===== config.mk =====
export PLATFORM = sky130hd
export DESIGN_NAME = pipeline
export DESIGN_NICKNAME = d
export VERILOG_FILES = /design/src/design/cpu_pkg.sv /design/src/design/pipeline.sv /design/src/design/hazard_unit.sv /design/src/design/execute_stage.sv /design/src/design/forward_unit.sv /design/src/design/reg_file.sv /design/src/design/decoder.sv /design/src/design/fetch_stage.sv
export SDC_FILE = /design/constraint.sdc
export NUM_CORES = 2
export LEC_CHECK = 0
export BUFFER_PORTS_ARGS = -buffer_cell sky130_fd_sc_hd__buf_2
export CAP_MARGIN = 5
export CORE_MARGIN = 2
export CORE_UTILIZATION = 45
export DETAILED_ROUTE_END_ITERATION = 8
export SLEW_MARGIN = 20
export SYNTH_ARGS = -nofsm -noshare
export SYNTH_HDL_FRONTEND = slang
export SYNTH_HIERARCHICAL = 1
export SYNTH_SLANG_ARGS = --single-unit
export TNS_END_PERCENT = 10

===== constraint.sdc =====
create_clock -name clk -period 7.55 [get_ports clk]
set_input_delay 1.51 -clock clk [delete_from_list [all_inputs] [get_ports clk]]
set_output_delay 1.51 -clock clk [all_outputs]
set_load 0.005 [all_outputs]

===== src/design/cpu_pkg.sv =====
`default_nettype none

package cpu_pkg;

    // Widths with a meaning
    typedef logic [31:0] data_t;
    typedef logic [31:0] pc_t;
    typedef logic [31:0] instr_t;
    typedef logic [4:0]  reg_addr_t;

    typedef enum logic [2:0] {
        ALU_ADD = 3'd0,
        ALU_SUB = 3'd1,
        ALU_AND = 3'd2,
        ALU_OR  = 3'd3,
        ALU_SLT = 3'd4,
        ALU_LUI = 3'd5
    } alu_op_e;

    // Source of an execute operand
    typedef enum logic [1:0] {
        FWD_IDEX  = 2'd0,
        FWD_EXMEM = 2'd1,
        FWD_MEMWB = 2'd2
    } fwd_sel_e;

    typedef struct packed {
        logic    reg_write;
        logic    mem_read;
        logic    mem_write;
        logic    alu_src_imm;
        alu_op_e alu_op;
        logic    branch;
        logic    branch_ne;
        logic    jump;
    } ctrl_t;

    typedef struct packed {
        ctrl_t     ctrl;
        pc_t       pc_4;
        data_t     rs_data;
        data_t     rt_data;
        data_t     imm;
        reg_addr_t rs_addr;
        reg_addr_t rt_addr;
        reg_addr_t rd_addr;
    } idex_t;

    typedef struct packed {
        logic      reg_write;
        logic      mem_read;
        logic      mem_write;
        data_t     alu_res;
        data_t     store_data;
        reg_addr_t rd_addr;
    } exmem_t;

    // Register file write port, also seen by forwarding
    typedef struct packed {
        logic      reg_write;
        reg_addr_t rd_addr;
        data_t     data;
    } wb_t;

    typedef struct packed {
        logic  read;
        logic  write;
        data_t addr;
        data_t wdata;
    } dmem_req_t;

endpackage

`default_nettype wire

===== src/design/pipeline.sv =====
`timescale 1ns/1ps
`default_nettype none

module pipeline #(
    parameter cpu_pkg::pc_t RESET_PC = '0
) (
    input  wire                  clk,
    input  wire                  reset,
    output cpu_pkg::pc_t         imem_addr,
    input  wire cpu_pkg::instr_t imem_data,
    output cpu_pkg::dmem_req_t   dmem_req,
    input  wire cpu_pkg::data_t  dmem_rdata
);

    // IF/ID and decode
    cpu_pkg::instr_t    ifid_instr;
    cpu_pkg::pc_t       ifid_pc_4;
    cpu_pkg::ctrl_t     id_ctrl;
    cpu_pkg::data_t     id_imm;
    cpu_pkg::reg_addr_t id_rs_addr;
    cpu_pkg::reg_addr_t id_rt_addr;
    cpu_pkg::reg_addr_t id_rd_addr;
    cpu_pkg::pc_t       id_jump_target;
    cpu_pkg::data_t     id_rs_data;
    cpu_pkg::data_t     id_rt_data;

    // Later stages
    cpu_pkg::idex_t     idex;
    cpu_pkg::exmem_t    exmem;
    logic               redirect;
    cpu_pkg::pc_t       redirect_target;
    logic               stall;
    logic               ifid_flush;
    logic               idex_flush;

    // MEM/WB register
    logic               wb_reg_write;
    logic               wb_mem_read;
    cpu_pkg::reg_addr_t wb_rd_addr;
    cpu_pkg::data_t     wb_alu_res;
    cpu_pkg::data_t     wb_mem_data;
    cpu_pkg::wb_t       wb;

    //////////////////////////////////////////////////////////////////////
    // IF and ID
    //////////////////////////////////////////////////////////////////////

    fetch_stage #(
        .RESET_PC ( RESET_PC )
    ) fetch_i (
        .clk             ( clk             ),
        .reset           ( reset           ),
        .stall           ( stall           ),
        .flush           ( ifid_flush      ),
        .jump            ( id_ctrl.jump    ),
        .jump_target     ( id_jump_target  ),
        .redirect        ( redirect        ),
        .redirect_target ( redirect_target ),
        .imem_data       ( imem_data       ),
        .imem_addr       ( imem_addr       ),
        .ifid_instr      ( ifid_instr      ),
        .ifid_pc_4       ( ifid_pc_4       )
    );

    decoder decoder_i (
        .instr       ( ifid_instr     ),
        .pc_4        ( ifid_pc_4      ),
        .ctrl        ( id_ctrl        ),
        .imm         ( id_imm         ),
        .rs_addr     ( id_rs_addr     ),
        .rt_addr     ( id_rt_addr     ),
        .rd_addr     ( id_rd_addr     ),
        .jump_target ( id_jump_target )
    );

    reg_file reg_file_i (
        .clk     ( clk        ),
        .reset   ( reset      ),
        .wb      ( wb         ),
        .rs_addr ( id_rs_addr ),
        .rt_addr ( id_rt_addr ),
        .rs_data ( id_rs_data ),
        .rt_data ( id_rt_data )
    );

    hazard_unit hazard_i (
        .idex_mem_read ( idex.ctrl.mem_read ),
        .idex_rd_addr  ( idex.rd_addr       ),
        .rs_addr       ( id_rs_addr         ),
        .rt_addr       ( id_rt_addr         ),
        .jump          ( id_ctrl.jump       ),
        .redirect      ( redirect           ),
        .stall         ( stall              ),
        .ifid_flush    ( ifid_flush         ),
        .idex_flush    ( idex_flush         )
    );

    // Bubble is all controls low
    always_ff @(posedge clk) begin
        if (reset || idex_flush) begin
            idex.ctrl <= '0;
        end else begin
            idex.ctrl <= id_ctrl;
        end
        idex.pc_4    <= ifid_pc_4;
        idex.rs_data <= id_rs_data;
        idex.rt_data <= id_rt_data;
        idex.imm     <= id_imm;
        idex.rs_addr <= id_rs_addr;
        idex.rt_addr <= id_rt_addr;
        idex.rd_addr <= id_rd_addr;
    end

    //////////////////////////////////////////////////////////////////////
    // EX, MEM and WB
    //////////////////////////////////////////////////////////////////////

    execute_stage execute_i (
        .clk             ( clk             ),
        .reset           ( reset           ),
        .idex            ( idex            ),
        .wb              ( wb              ),
        .exmem           ( exmem           ),
        .redirect        ( redirect        ),
        .redirect_target ( redirect_target )
    );

    always_comb begin
        dmem_req.read  = exmem.mem_read;
        dmem_req.write = exmem.mem_write;
        dmem_req.addr  = exmem.alu_res;
        dmem_req.wdata = exmem.store_data;
    end

    always_ff @(posedge clk) begin
        if (reset) begin
            wb_reg_write <= 1'b0;
            wb_mem_read  <= 1'b0;
        end else begin
            wb_reg_write <= exmem.reg_write;
            wb_mem_read  <= exmem.mem_read;
        end
        wb_rd_addr  <= exmem.rd_addr;
        wb_alu_res  <= exmem.alu_res;
        wb_mem_data <= dmem_rdata;
    end

    // Loads write memory data, everything else the ALU result
    always_comb begin
        wb.reg_write = wb_reg_write;
        wb.rd_addr   = wb_rd_addr;
        wb.data      = wb_mem_read ? wb_mem_data : wb_alu_res;
    end

endmodule

`default_nettype wire


===== src/design/hazard_unit.sv =====
`timescale 1ns/1ps
`default_nettype none

module hazard_unit (
    input  wire                     idex_mem_read,
    input  wire cpu_pkg::reg_addr_t idex_rd_addr,
    input  wire cpu_pkg::reg_addr_t rs_addr,
    input  wire cpu_pkg::reg_addr_t rt_addr,
    input  wire                     jump,
    input  wire                     redirect,
    output logic                    stall,
    output logic                    ifid_flush,
    output logic                    idex_flush
);

    // Load in EX feeding the instruction in ID
    assign stall = idex_mem_read && idex_rd_addr != '0 &&
                   (idex_rd_addr == rs_addr || idex_rd_addr == rt_addr);

    assign ifid_flush = jump || redirect;

    // A stall leaves a bubble behind the load
    assign idex_flush = redirect || stall;

endmodule

`default_nettype wire


===== src/design/execute_stage.sv =====
`timescale 1ns/1ps
`default_nettype none

module execute_stage (
    input  wire                  clk,
    input  wire                  reset,
    input  wire cpu_pkg::idex_t  idex,
    input  wire cpu_pkg::wb_t    wb,
    output cpu_pkg::exmem_t      exmem,
    output logic                 redirect,
    output cpu_pkg::pc_t         redirect_target
);

    cpu_pkg::fwd_sel_e a_sel;
    cpu_pkg::fwd_sel_e b_sel;
    cpu_pkg::data_t    op_a;
    cpu_pkg::data_t    op_b;
    cpu_pkg::data_t    alu_b;
    cpu_pkg::data_t    alu_res;

    forward_unit fwd_i (
        .rs_addr ( idex.rs_addr ),
        .rt_addr ( idex.rt_addr ),
        .exmem   ( exmem        ),
        .wb      ( wb           ),
        .a_sel   ( a_sel        ),
        .b_sel   ( b_sel        )
    );

    //////////////////////////////////////////////////////////////////////
    // Operands and ALU
    //////////////////////////////////////////////////////////////////////

    always_comb begin
        case (a_sel)
            cpu_pkg::FWD_EXMEM: op_a = exmem.alu_res;
            cpu_pkg::FWD_MEMWB: op_a = wb.data;
            default:            op_a = idex.rs_data;
        endcase
        case (b_sel)
            cpu_pkg::FWD_EXMEM: op_b = exmem.alu_res;
            cpu_pkg::FWD_MEMWB: op_b = wb.data;
            default:            op_b = idex.rt_data;
        endcase
    end

    assign alu_b = idex.ctrl.alu_src_imm ? idex.imm : op_b;

    always_comb begin
        case (idex.ctrl.alu_op)
            cpu_pkg::ALU_ADD: alu_res = op_a + alu_b;
            cpu_pkg::ALU_SUB: alu_res = op_a - alu_b;
            cpu_pkg::ALU_AND: alu_res = op_a & alu_b;
            cpu_pkg::ALU_OR:  alu_res = op_a | alu_b;
            cpu_pkg::ALU_SLT: alu_res = {31'd0, $signed(op_a) < $signed(alu_b)};
            cpu_pkg::ALU_LUI: alu_res = alu_b;
            default:          alu_res = '0;
        endcase
    end

    // Taken when equality matches the beq or bne sense
    assign redirect        = idex.ctrl.branch && ((op_a == op_b) != idex.ctrl.branch_ne);
    assign redirect_target = idex.pc_4 + {idex.imm[29:0], 2'b00};

    //////////////////////////////////////////////////////////////////////
    // EX/MEM register
    //////////////////////////////////////////////////////////////////////

    always_ff @(posedge clk) begin
        if (reset) begin
            exmem.reg_write <= 1'b0;
            exmem.mem_read  <= 1'b0;
            exmem.mem_write <= 1'b0;
        end else begin
            exmem.reg_write <= idex.ctrl.reg_write;
            exmem.mem_read  <= idex.ctrl.mem_read;
            exmem.mem_write <= idex.ctrl.mem_write;
        end
        exmem.alu_res    <= alu_res;
        exmem.store_data <= op_b;
        exmem.rd_addr    <= idex.rd_addr;
    end

endmodule

`default_nettype wire


===== src/design/forward_unit.sv =====
`timescale 1ns/1ps
`default_nettype none

module forward_unit (
    input  wire cpu_pkg::reg_addr_t rs_addr,
    input  wire cpu_pkg::reg_addr_t rt_addr,
    input  wire cpu_pkg::exmem_t    exmem,
    input  wire cpu_pkg::wb_t       wb,
    output cpu_pkg::fwd_sel_e       a_sel,
    output cpu_pkg::fwd_sel_e       b_sel
);

    // Newest producer wins; a load in EX/MEM has already cost a stall
    function automatic cpu_pkg::fwd_sel_e pick(input cpu_pkg::reg_addr_t addr);
        cpu_pkg::fwd_sel_e sel;
        if (exmem.reg_write && !exmem.mem_read && exmem.rd_addr != '0 &&
                exmem.rd_addr == addr) begin
            sel = cpu_pkg::FWD_EXMEM;
        end else if (wb.reg_write && wb.rd_addr != '0 && wb.rd_addr == addr) begin
            sel = cpu_pkg::FWD_MEMWB;
        end else begin
            sel = cpu_pkg::FWD_IDEX;
        end
        return sel;
    endfunction

    always_comb begin
        a_sel = pick(rs_addr);
        b_sel = pick(rt_addr);
    end

endmodule

`default_nettype wire


===== src/design/reg_file.sv =====
`timescale 1ns/1ps
`default_nettype none

module reg_file (
    input  wire                     clk,
    input  wire                     reset,
    input  wire cpu_pkg::wb_t       wb,
    input  wire cpu_pkg::reg_addr_t rs_addr,
    input  wire cpu_pkg::reg_addr_t rt_addr,
    output cpu_pkg::data_t          rs_data,
    output cpu_pkg::data_t          rt_data
);

    cpu_pkg::data_t regs [1:31];

    // Register 0 reads zero, a same-cycle write passes straight through
    function automatic cpu_pkg::data_t read_port(input cpu_pkg::reg_addr_t addr);
        cpu_pkg::data_t value;
        if (addr == '0) begin
            value = '0;
        end else if (wb.reg_write && wb.rd_addr == addr) begin
            value = wb.data;
        end else begin
            value = regs[addr];
        end
        return value;
    endfunction

    always_comb begin
        rs_data = read_port(rs_addr);
        rt_data = read_port(rt_addr);
    end

    always_ff @(posedge clk) begin
        if (reset) begin
            for (int i = 1; i < 32; i++) begin
                regs[i] <= '0;
            end
        end else if (wb.reg_write && wb.rd_addr != '0) begin
            regs[wb.rd_addr] <= wb.data;
        end
    end

endmodule

`default_nettype wire


===== src/design/decoder.sv =====
`timescale 1ns/1ps
`default_nettype none

module decoder (
    input  wire cpu_pkg::instr_t instr,
    input  wire cpu_pkg::pc_t    pc_4,
    output cpu_pkg::ctrl_t       ctrl,
    output cpu_pkg::data_t       imm,
    output cpu_pkg::reg_addr_t   rs_addr,
    output cpu_pkg::reg_addr_t   rt_addr,
    output cpu_pkg::reg_addr_t   rd_addr,
    output cpu_pkg::pc_t         jump_target
);

    localparam logic [5:0] OP_RTYPE = 6'h00;
    localparam logic [5:0] OP_J     = 6'h02;
    localparam logic [5:0] OP_BEQ   = 6'h04;
    localparam logic [5:0] OP_BNE   = 6'h05;
    localparam logic [5:0] OP_ADDIU = 6'h09;
    localparam logic [5:0] OP_ORI   = 6'h0d;
    localparam logic [5:0] OP_LUI   = 6'h0f;
    localparam logic [5:0] OP_LW    = 6'h23;
    localparam logic [5:0] OP_SW    = 6'h2b;

    localparam logic [5:0] FN_ADDU  = 6'h21;
    localparam logic [5:0] FN_SUBU  = 6'h23;
    localparam logic [5:0] FN_AND   = 6'h24;
    localparam logic [5:0] FN_OR    = 6'h25;
    localparam logic [5:0] FN_SLT   = 6'h2a;

    logic [5:0] opcode;
    logic [5:0] funct;
    logic       use_rs;
    logic       use_rt;
    logic       dest_rd;

    assign opcode      = instr[31:26];
    assign funct       = instr[5:0];
    assign jump_target = {pc_4[31:28], instr[25:0], 2'b00};

    // Unused source fields read as register 0, so they never stall
    assign rs_addr = use_rs ? instr[25:21] : '0;
    assign rt_addr = use_rt ? instr[20:16] : '0;
    assign rd_addr = dest_rd ? instr[15:11] : instr[20:16];

    always_comb begin
        ctrl    = '0;
        imm     = {{16{instr[15]}}, instr[15:0]};
        use_rs  = 1'b0;
        use_rt  = 1'b0;
        dest_rd = 1'b0;
        case (opcode)
            OP_RTYPE: begin
                dest_rd = 1'b1;
                if (funct inside {FN_ADDU, FN_SUBU, FN_AND, FN_OR, FN_SLT}) begin
                    ctrl.reg_write = 1'b1;
                    use_rs         = 1'b1;
                    use_rt         = 1'b1;
                end
                case (funct)
                    FN_SUBU: ctrl.alu_op = cpu_pkg::ALU_SUB;
                    FN_AND:  ctrl.alu_op = cpu_pkg::ALU_AND;
                    FN_OR:   ctrl.alu_op = cpu_pkg::ALU_OR;
                    FN_SLT:  ctrl.alu_op = cpu_pkg::ALU_SLT;
                    default: ctrl.alu_op = cpu_pkg::ALU_ADD;
                endcase
            end
            OP_ADDIU, OP_LW: begin
                ctrl.reg_write   = 1'b1;
                ctrl.mem_read    = (opcode == OP_LW);
                ctrl.alu_src_imm = 1'b1;
                use_rs           = 1'b1;
            end
            OP_SW: begin
                ctrl.mem_write   = 1'b1;
                ctrl.alu_src_imm = 1'b1;
                use_rs           = 1'b1;
                use_rt           = 1'b1;
            end
            OP_ORI: begin
                ctrl.reg_write   = 1'b1;
                ctrl.alu_src_imm = 1'b1;
                ctrl.alu_op      = cpu_pkg::ALU_OR;
                imm              = {16'h0000, instr[15:0]};
                use_rs           = 1'b1;
            end
            OP_LUI: begin
                ctrl.reg_write   = 1'b1;
                ctrl.alu_src_imm = 1'b1;
                ctrl.alu_op      = cpu_pkg::ALU_LUI;
                imm              = {instr[15:0], 16'h0000};
            end
            OP_BEQ, OP_BNE: begin
                ctrl.branch    = 1'b1;
                ctrl.branch_ne = (opcode == OP_BNE);
                use_rs         = 1'b1;
                use_rt         = 1'b1;
            end
            OP_J: begin
                ctrl.jump = 1'b1;
            end
            default: begin
                ctrl = '0;
            end
        endcase
    end

endmodule

`default_nettype wire


===== src/design/fetch_stage.sv =====
`timescale 1ns/1ps
`default_nettype none

module fetch_stage #(
    parameter cpu_pkg::pc_t RESET_PC = '0
) (
    input  wire                  clk,
    input  wire                  reset,
    input  wire                  stall,
    input  wire                  flush,
    input  wire                  jump,
    input  wire cpu_pkg::pc_t    jump_target,
    input  wire                  redirect,
    input  wire cpu_pkg::pc_t    redirect_target,
    input  wire cpu_pkg::instr_t imem_data,
    output cpu_pkg::pc_t         imem_addr,
    output cpu_pkg::instr_t      ifid_instr,
    output cpu_pkg::pc_t         ifid_pc_4
);

    cpu_pkg::pc_t pc;
    cpu_pkg::pc_t pc_plus_4;

    assign imem_addr = pc;
    assign pc_plus_4 = pc + 32'd4;

    // Branch redirect first, then jump, then sequential
    always_ff @(posedge clk) begin
        if (reset) begin
            pc <= RESET_PC;
        end else if (redirect) begin
            pc <= redirect_target;
        end else if (!stall) begin
            if (jump) begin
                pc <= jump_target;
            end else begin
                pc <= pc_plus_4;
            end
        end
    end

    // Zero word in IF/ID decodes as a no-op
    always_ff @(posedge clk) begin
        if (reset || flush) begin
            ifid_instr <= '0;
            ifid_pc_4  <= '0;
        end else if (!stall) begin
            ifid_instr <= imem_data;
            ifid_pc_4  <= pc_plus_4;
        end
    end

endmodule

`default_nettype wire


==> run_results.csv <==
group,metric,value,unit
drt,ant_nets,0,
timing,worst_slew_pin_slew,1.194,ns
clocking,cts_root_buf,"clkbuf_16",
yosys,syn_avg_cell_area,12.23,µm²
critical_path,worstPathRequired,8.27,ns
power,power_frac_clock,40.6,%
timing,setup_viol,0,
die,ios,164,
global_route,grt_use_met1,43.78,%
global_route,use_met3,7.715,%
placed_design,place_inst,8213,
power,vdd_drop_max,0.2018,mV
drt,drcViolationCount,0,
die,start_util,45.24,%
power,p_leak,30.00,nW
critical_path,cp_slowest_cell,"a311oi_1",
drt,drt-total-wl,290500,µm
clocking,cts_resized,0,
power,seqPwrFrac,47.9,%
die,core_area,169100,µm²
die,rows,151,
critical_path,path_class,"flop to flop",
run,max_cap_viol_count,0,
power,power.switching,0.005044,W
die,die_h,416.3,µm
power,power_density,222.5,nW/µm²
critical_path,crit_path_end_kind,"flop",
drt,vias,55383,
timing,fin_crit,6.780,ns
clocking,numCtsBuffers,157,
timing,tns,0,ns
layout,drive_gt1_share,17.59,%
clocking,htreeDepth,4,
yosys,ys.warnings.count,6,
global_route,grt_start_max_net_pins,99,
timing,maxSlewHeadroom,20.42,%
critical_path,reg2reg_slack,0.77,ns
layout,nets,6361,
yosys,synth_cells,6257,
clocking,holdBufCountCts,0,
clocking,cts_tree,"built",
placed_design,place_ws,0.9504,ns
global_route,met2_usage,49.28,%
timing,finalHoldViolations,0,
power,combPwrFrac,11.5,%
critical_path,r2r_cells,24,
hold_path,hold_class,"flop to flop",
clocking,clk_latency,0.84,ns
global_route,gr-total-overflow,0,
global_route,grt_pass1_wl,404600,µm
critical_path,arrival,7.51,ns
layout,utilization,49.59,%
critical_path,cpPeakStageDelay,0.63,ns
critical_path,worstPathCellList,"or4_1, o21ai_2, nor4_1, nor4_1, inv_1, ha_1, a22oi_1, nor2_1, a21oi_1, nor2_1, a21oi_1, inv_1, ha_1, fa_1, a211oi_1, o21a_1, o41ai_1, a311oi_1, o21ai_0, a31oi_1, nor2b_1, o221a_2, or3b_1, a41oi_1",
critical_path,path_max_fanout,13,
yosys,syn_area,76490,µm²
die,die-area,173300,µm²
placed_design,dp_hpwl,173100,µm
critical_path,cp-endpoint,"execute_i/exmem[67]",
drt,drt_iter0_drc,8375,
clocking,post-cts-setup-buffer-count,0,
clocking,clockBufferDepth,3,
global_route,antenna_found_initial,28,
global_route,grt_pass1_vias,53789,
power,intPower,0.01361,W
clocking,clock_sinks,1415,
outcome,status,"finished, final reports clean",
layout,syn2layout_area_growth,9.629,%
placed_design,routabilityCongestion,0.9483,
placed_design,port_buffers,163,
layout,layoutNonFillerInstCount,8514,
drt,dr.pass1.iters,9,
global_route,grt.busiest_layer,"met2",
drt,post_drt_wl_per_cell,34.11,µm
timing,rsz0062_at_grt,"no",
power,swShare,27.03,%
timing,skew,0.03838,ns
critical_path,reg2reg_from,"execute_i/exmem[3]",
critical_path,crit_path_start,"execute_i/exmem[3]",
timing,fmax,147.5,MHz
critical_path,startpoint_type,"flop",
drt,vias_per_cell,6.505,
timing,timing.final.crit_share,89.81,%
timing,setup_slack,0.7696,ns
clocking,clkSlewWorstSetupHoldPaths,0.06,ns
timing,maxSlewViolCount,0,
global_route,track_usage,32.94,%
hold_path,worstHoldStart,"fetch_i/ifid_pc_4[5]",
timing,finalHoldWorstSlack,0.3465,ns
critical_path,worstReg2RegEnd,"execute_i/exmem[67]",
die,die_x,416.3,µm
[worst max-delay path, delay by kind of cell (launching register included)]
kind | cells | cell delay [ns]
flops | 1 | 0.34
compound gates | 12 | 3.28
simple gates | 7 | 1.72
fa+ha+maj | 3 | 1.15
buf+inv | 2 | 0.21
[sequential cells by signal (all words and copies together), names as in the netlist]
register            cells
wb_mem_read             1
wb_alu_res             32
fetch_i/ifid_instr     32
wb_reg_write            1
wb_rd_addr              5
execute_i/exmem        72
wb_mem_data            32
fetch_i/imem_addr      32
idex                  152
reg_file_i/regs      1024
fetch_i/ifid_pc_4      32
[layer usage]
| metal | share of wire [%] | wire length, µm |
|---|---|---|
| met1 | 38 | 111400 |
| met2 | 44 | 127000 |
| met3 | 11 | 32420 |
| met4 | 6.7 | 19580 |
| met5 | 0.012 | 35 |
[stage by stage]
step	power [W]	cell area, µm²
finish	0.01866	83860
global route	0.01912	83830
CTS	0.01865	83800
detailed placement	0.01115	78830
global placement	0.01113	78800
floorplan	0.01027	76610
[cells in the final DEF (no fill, tap or decap), types with 30 or more instances in the layout]
cell	count
mux2i_1	297
o221ai_1	40
nand2b_1	31
nand3_1	42
mux4_2	365
mux2_4	34
a32o_1	33
dfxtp_1	388
mux2_2	33
conb_1	34
buf_2	163
nor2_4	34
nor2b_1	30
a221oi_1	36
inv_1	165
a21o_1	32
a211oi_1	78
nand2_1	227
nor2_1	302
xnor2_1	87
xor2_1	66
clkinv_1	34
clkinv_2	30
a221o_1	31
a22oi_1	143
clkbuf_16	158
a21oi_1	299
buf_4	118
and2_1	1013
o21ai_0	131
ha_1	135
edfxtp_1	1024
nor3_1	36
o22ai_1	102
[worst min-delay path by stage]
stage,end,slack (ns),cells after the start
3_5_place_dp,idex[134],0.34,0
2_1_floorplan,idex[118],0.33,0
4_1_cts,idex[116],0.34,0
5_1_grt,idex[130],0.35,0
6_report,idex[116],0.35,0
3_3_place_gp,idex[133],0.33,0
[final cells by class]
class	count	area, µm²
Inverter	168	630.6
Clock buffer	195	4184
Tap cell	2218	2775
Antenna cell	14	35.03
Fill cell	14583	85240
Multi-Input combinational cell	4117	34870
Clock inverter	91	780.7
Timing Repair Buffer	296	1996
Sequential cell	1415	38580
[power by group through the flow]
stage / clock, W / combinational, W / sequential (W)
after floorplan: 0 / 0.00132 / 0.00894
after global placement: 0 / 0.00206 / 0.00907
after detailed placement: 0 / 0.00207 / 0.00908
after CTS: 0.00765 / 0.00208 / 0.00892
after global routing: 0.00794 / 0.00222 / 0.00896
final: 0.00758 / 0.00214 / 0.00893
No activity file was read; power rests on OpenSTA's default activity.
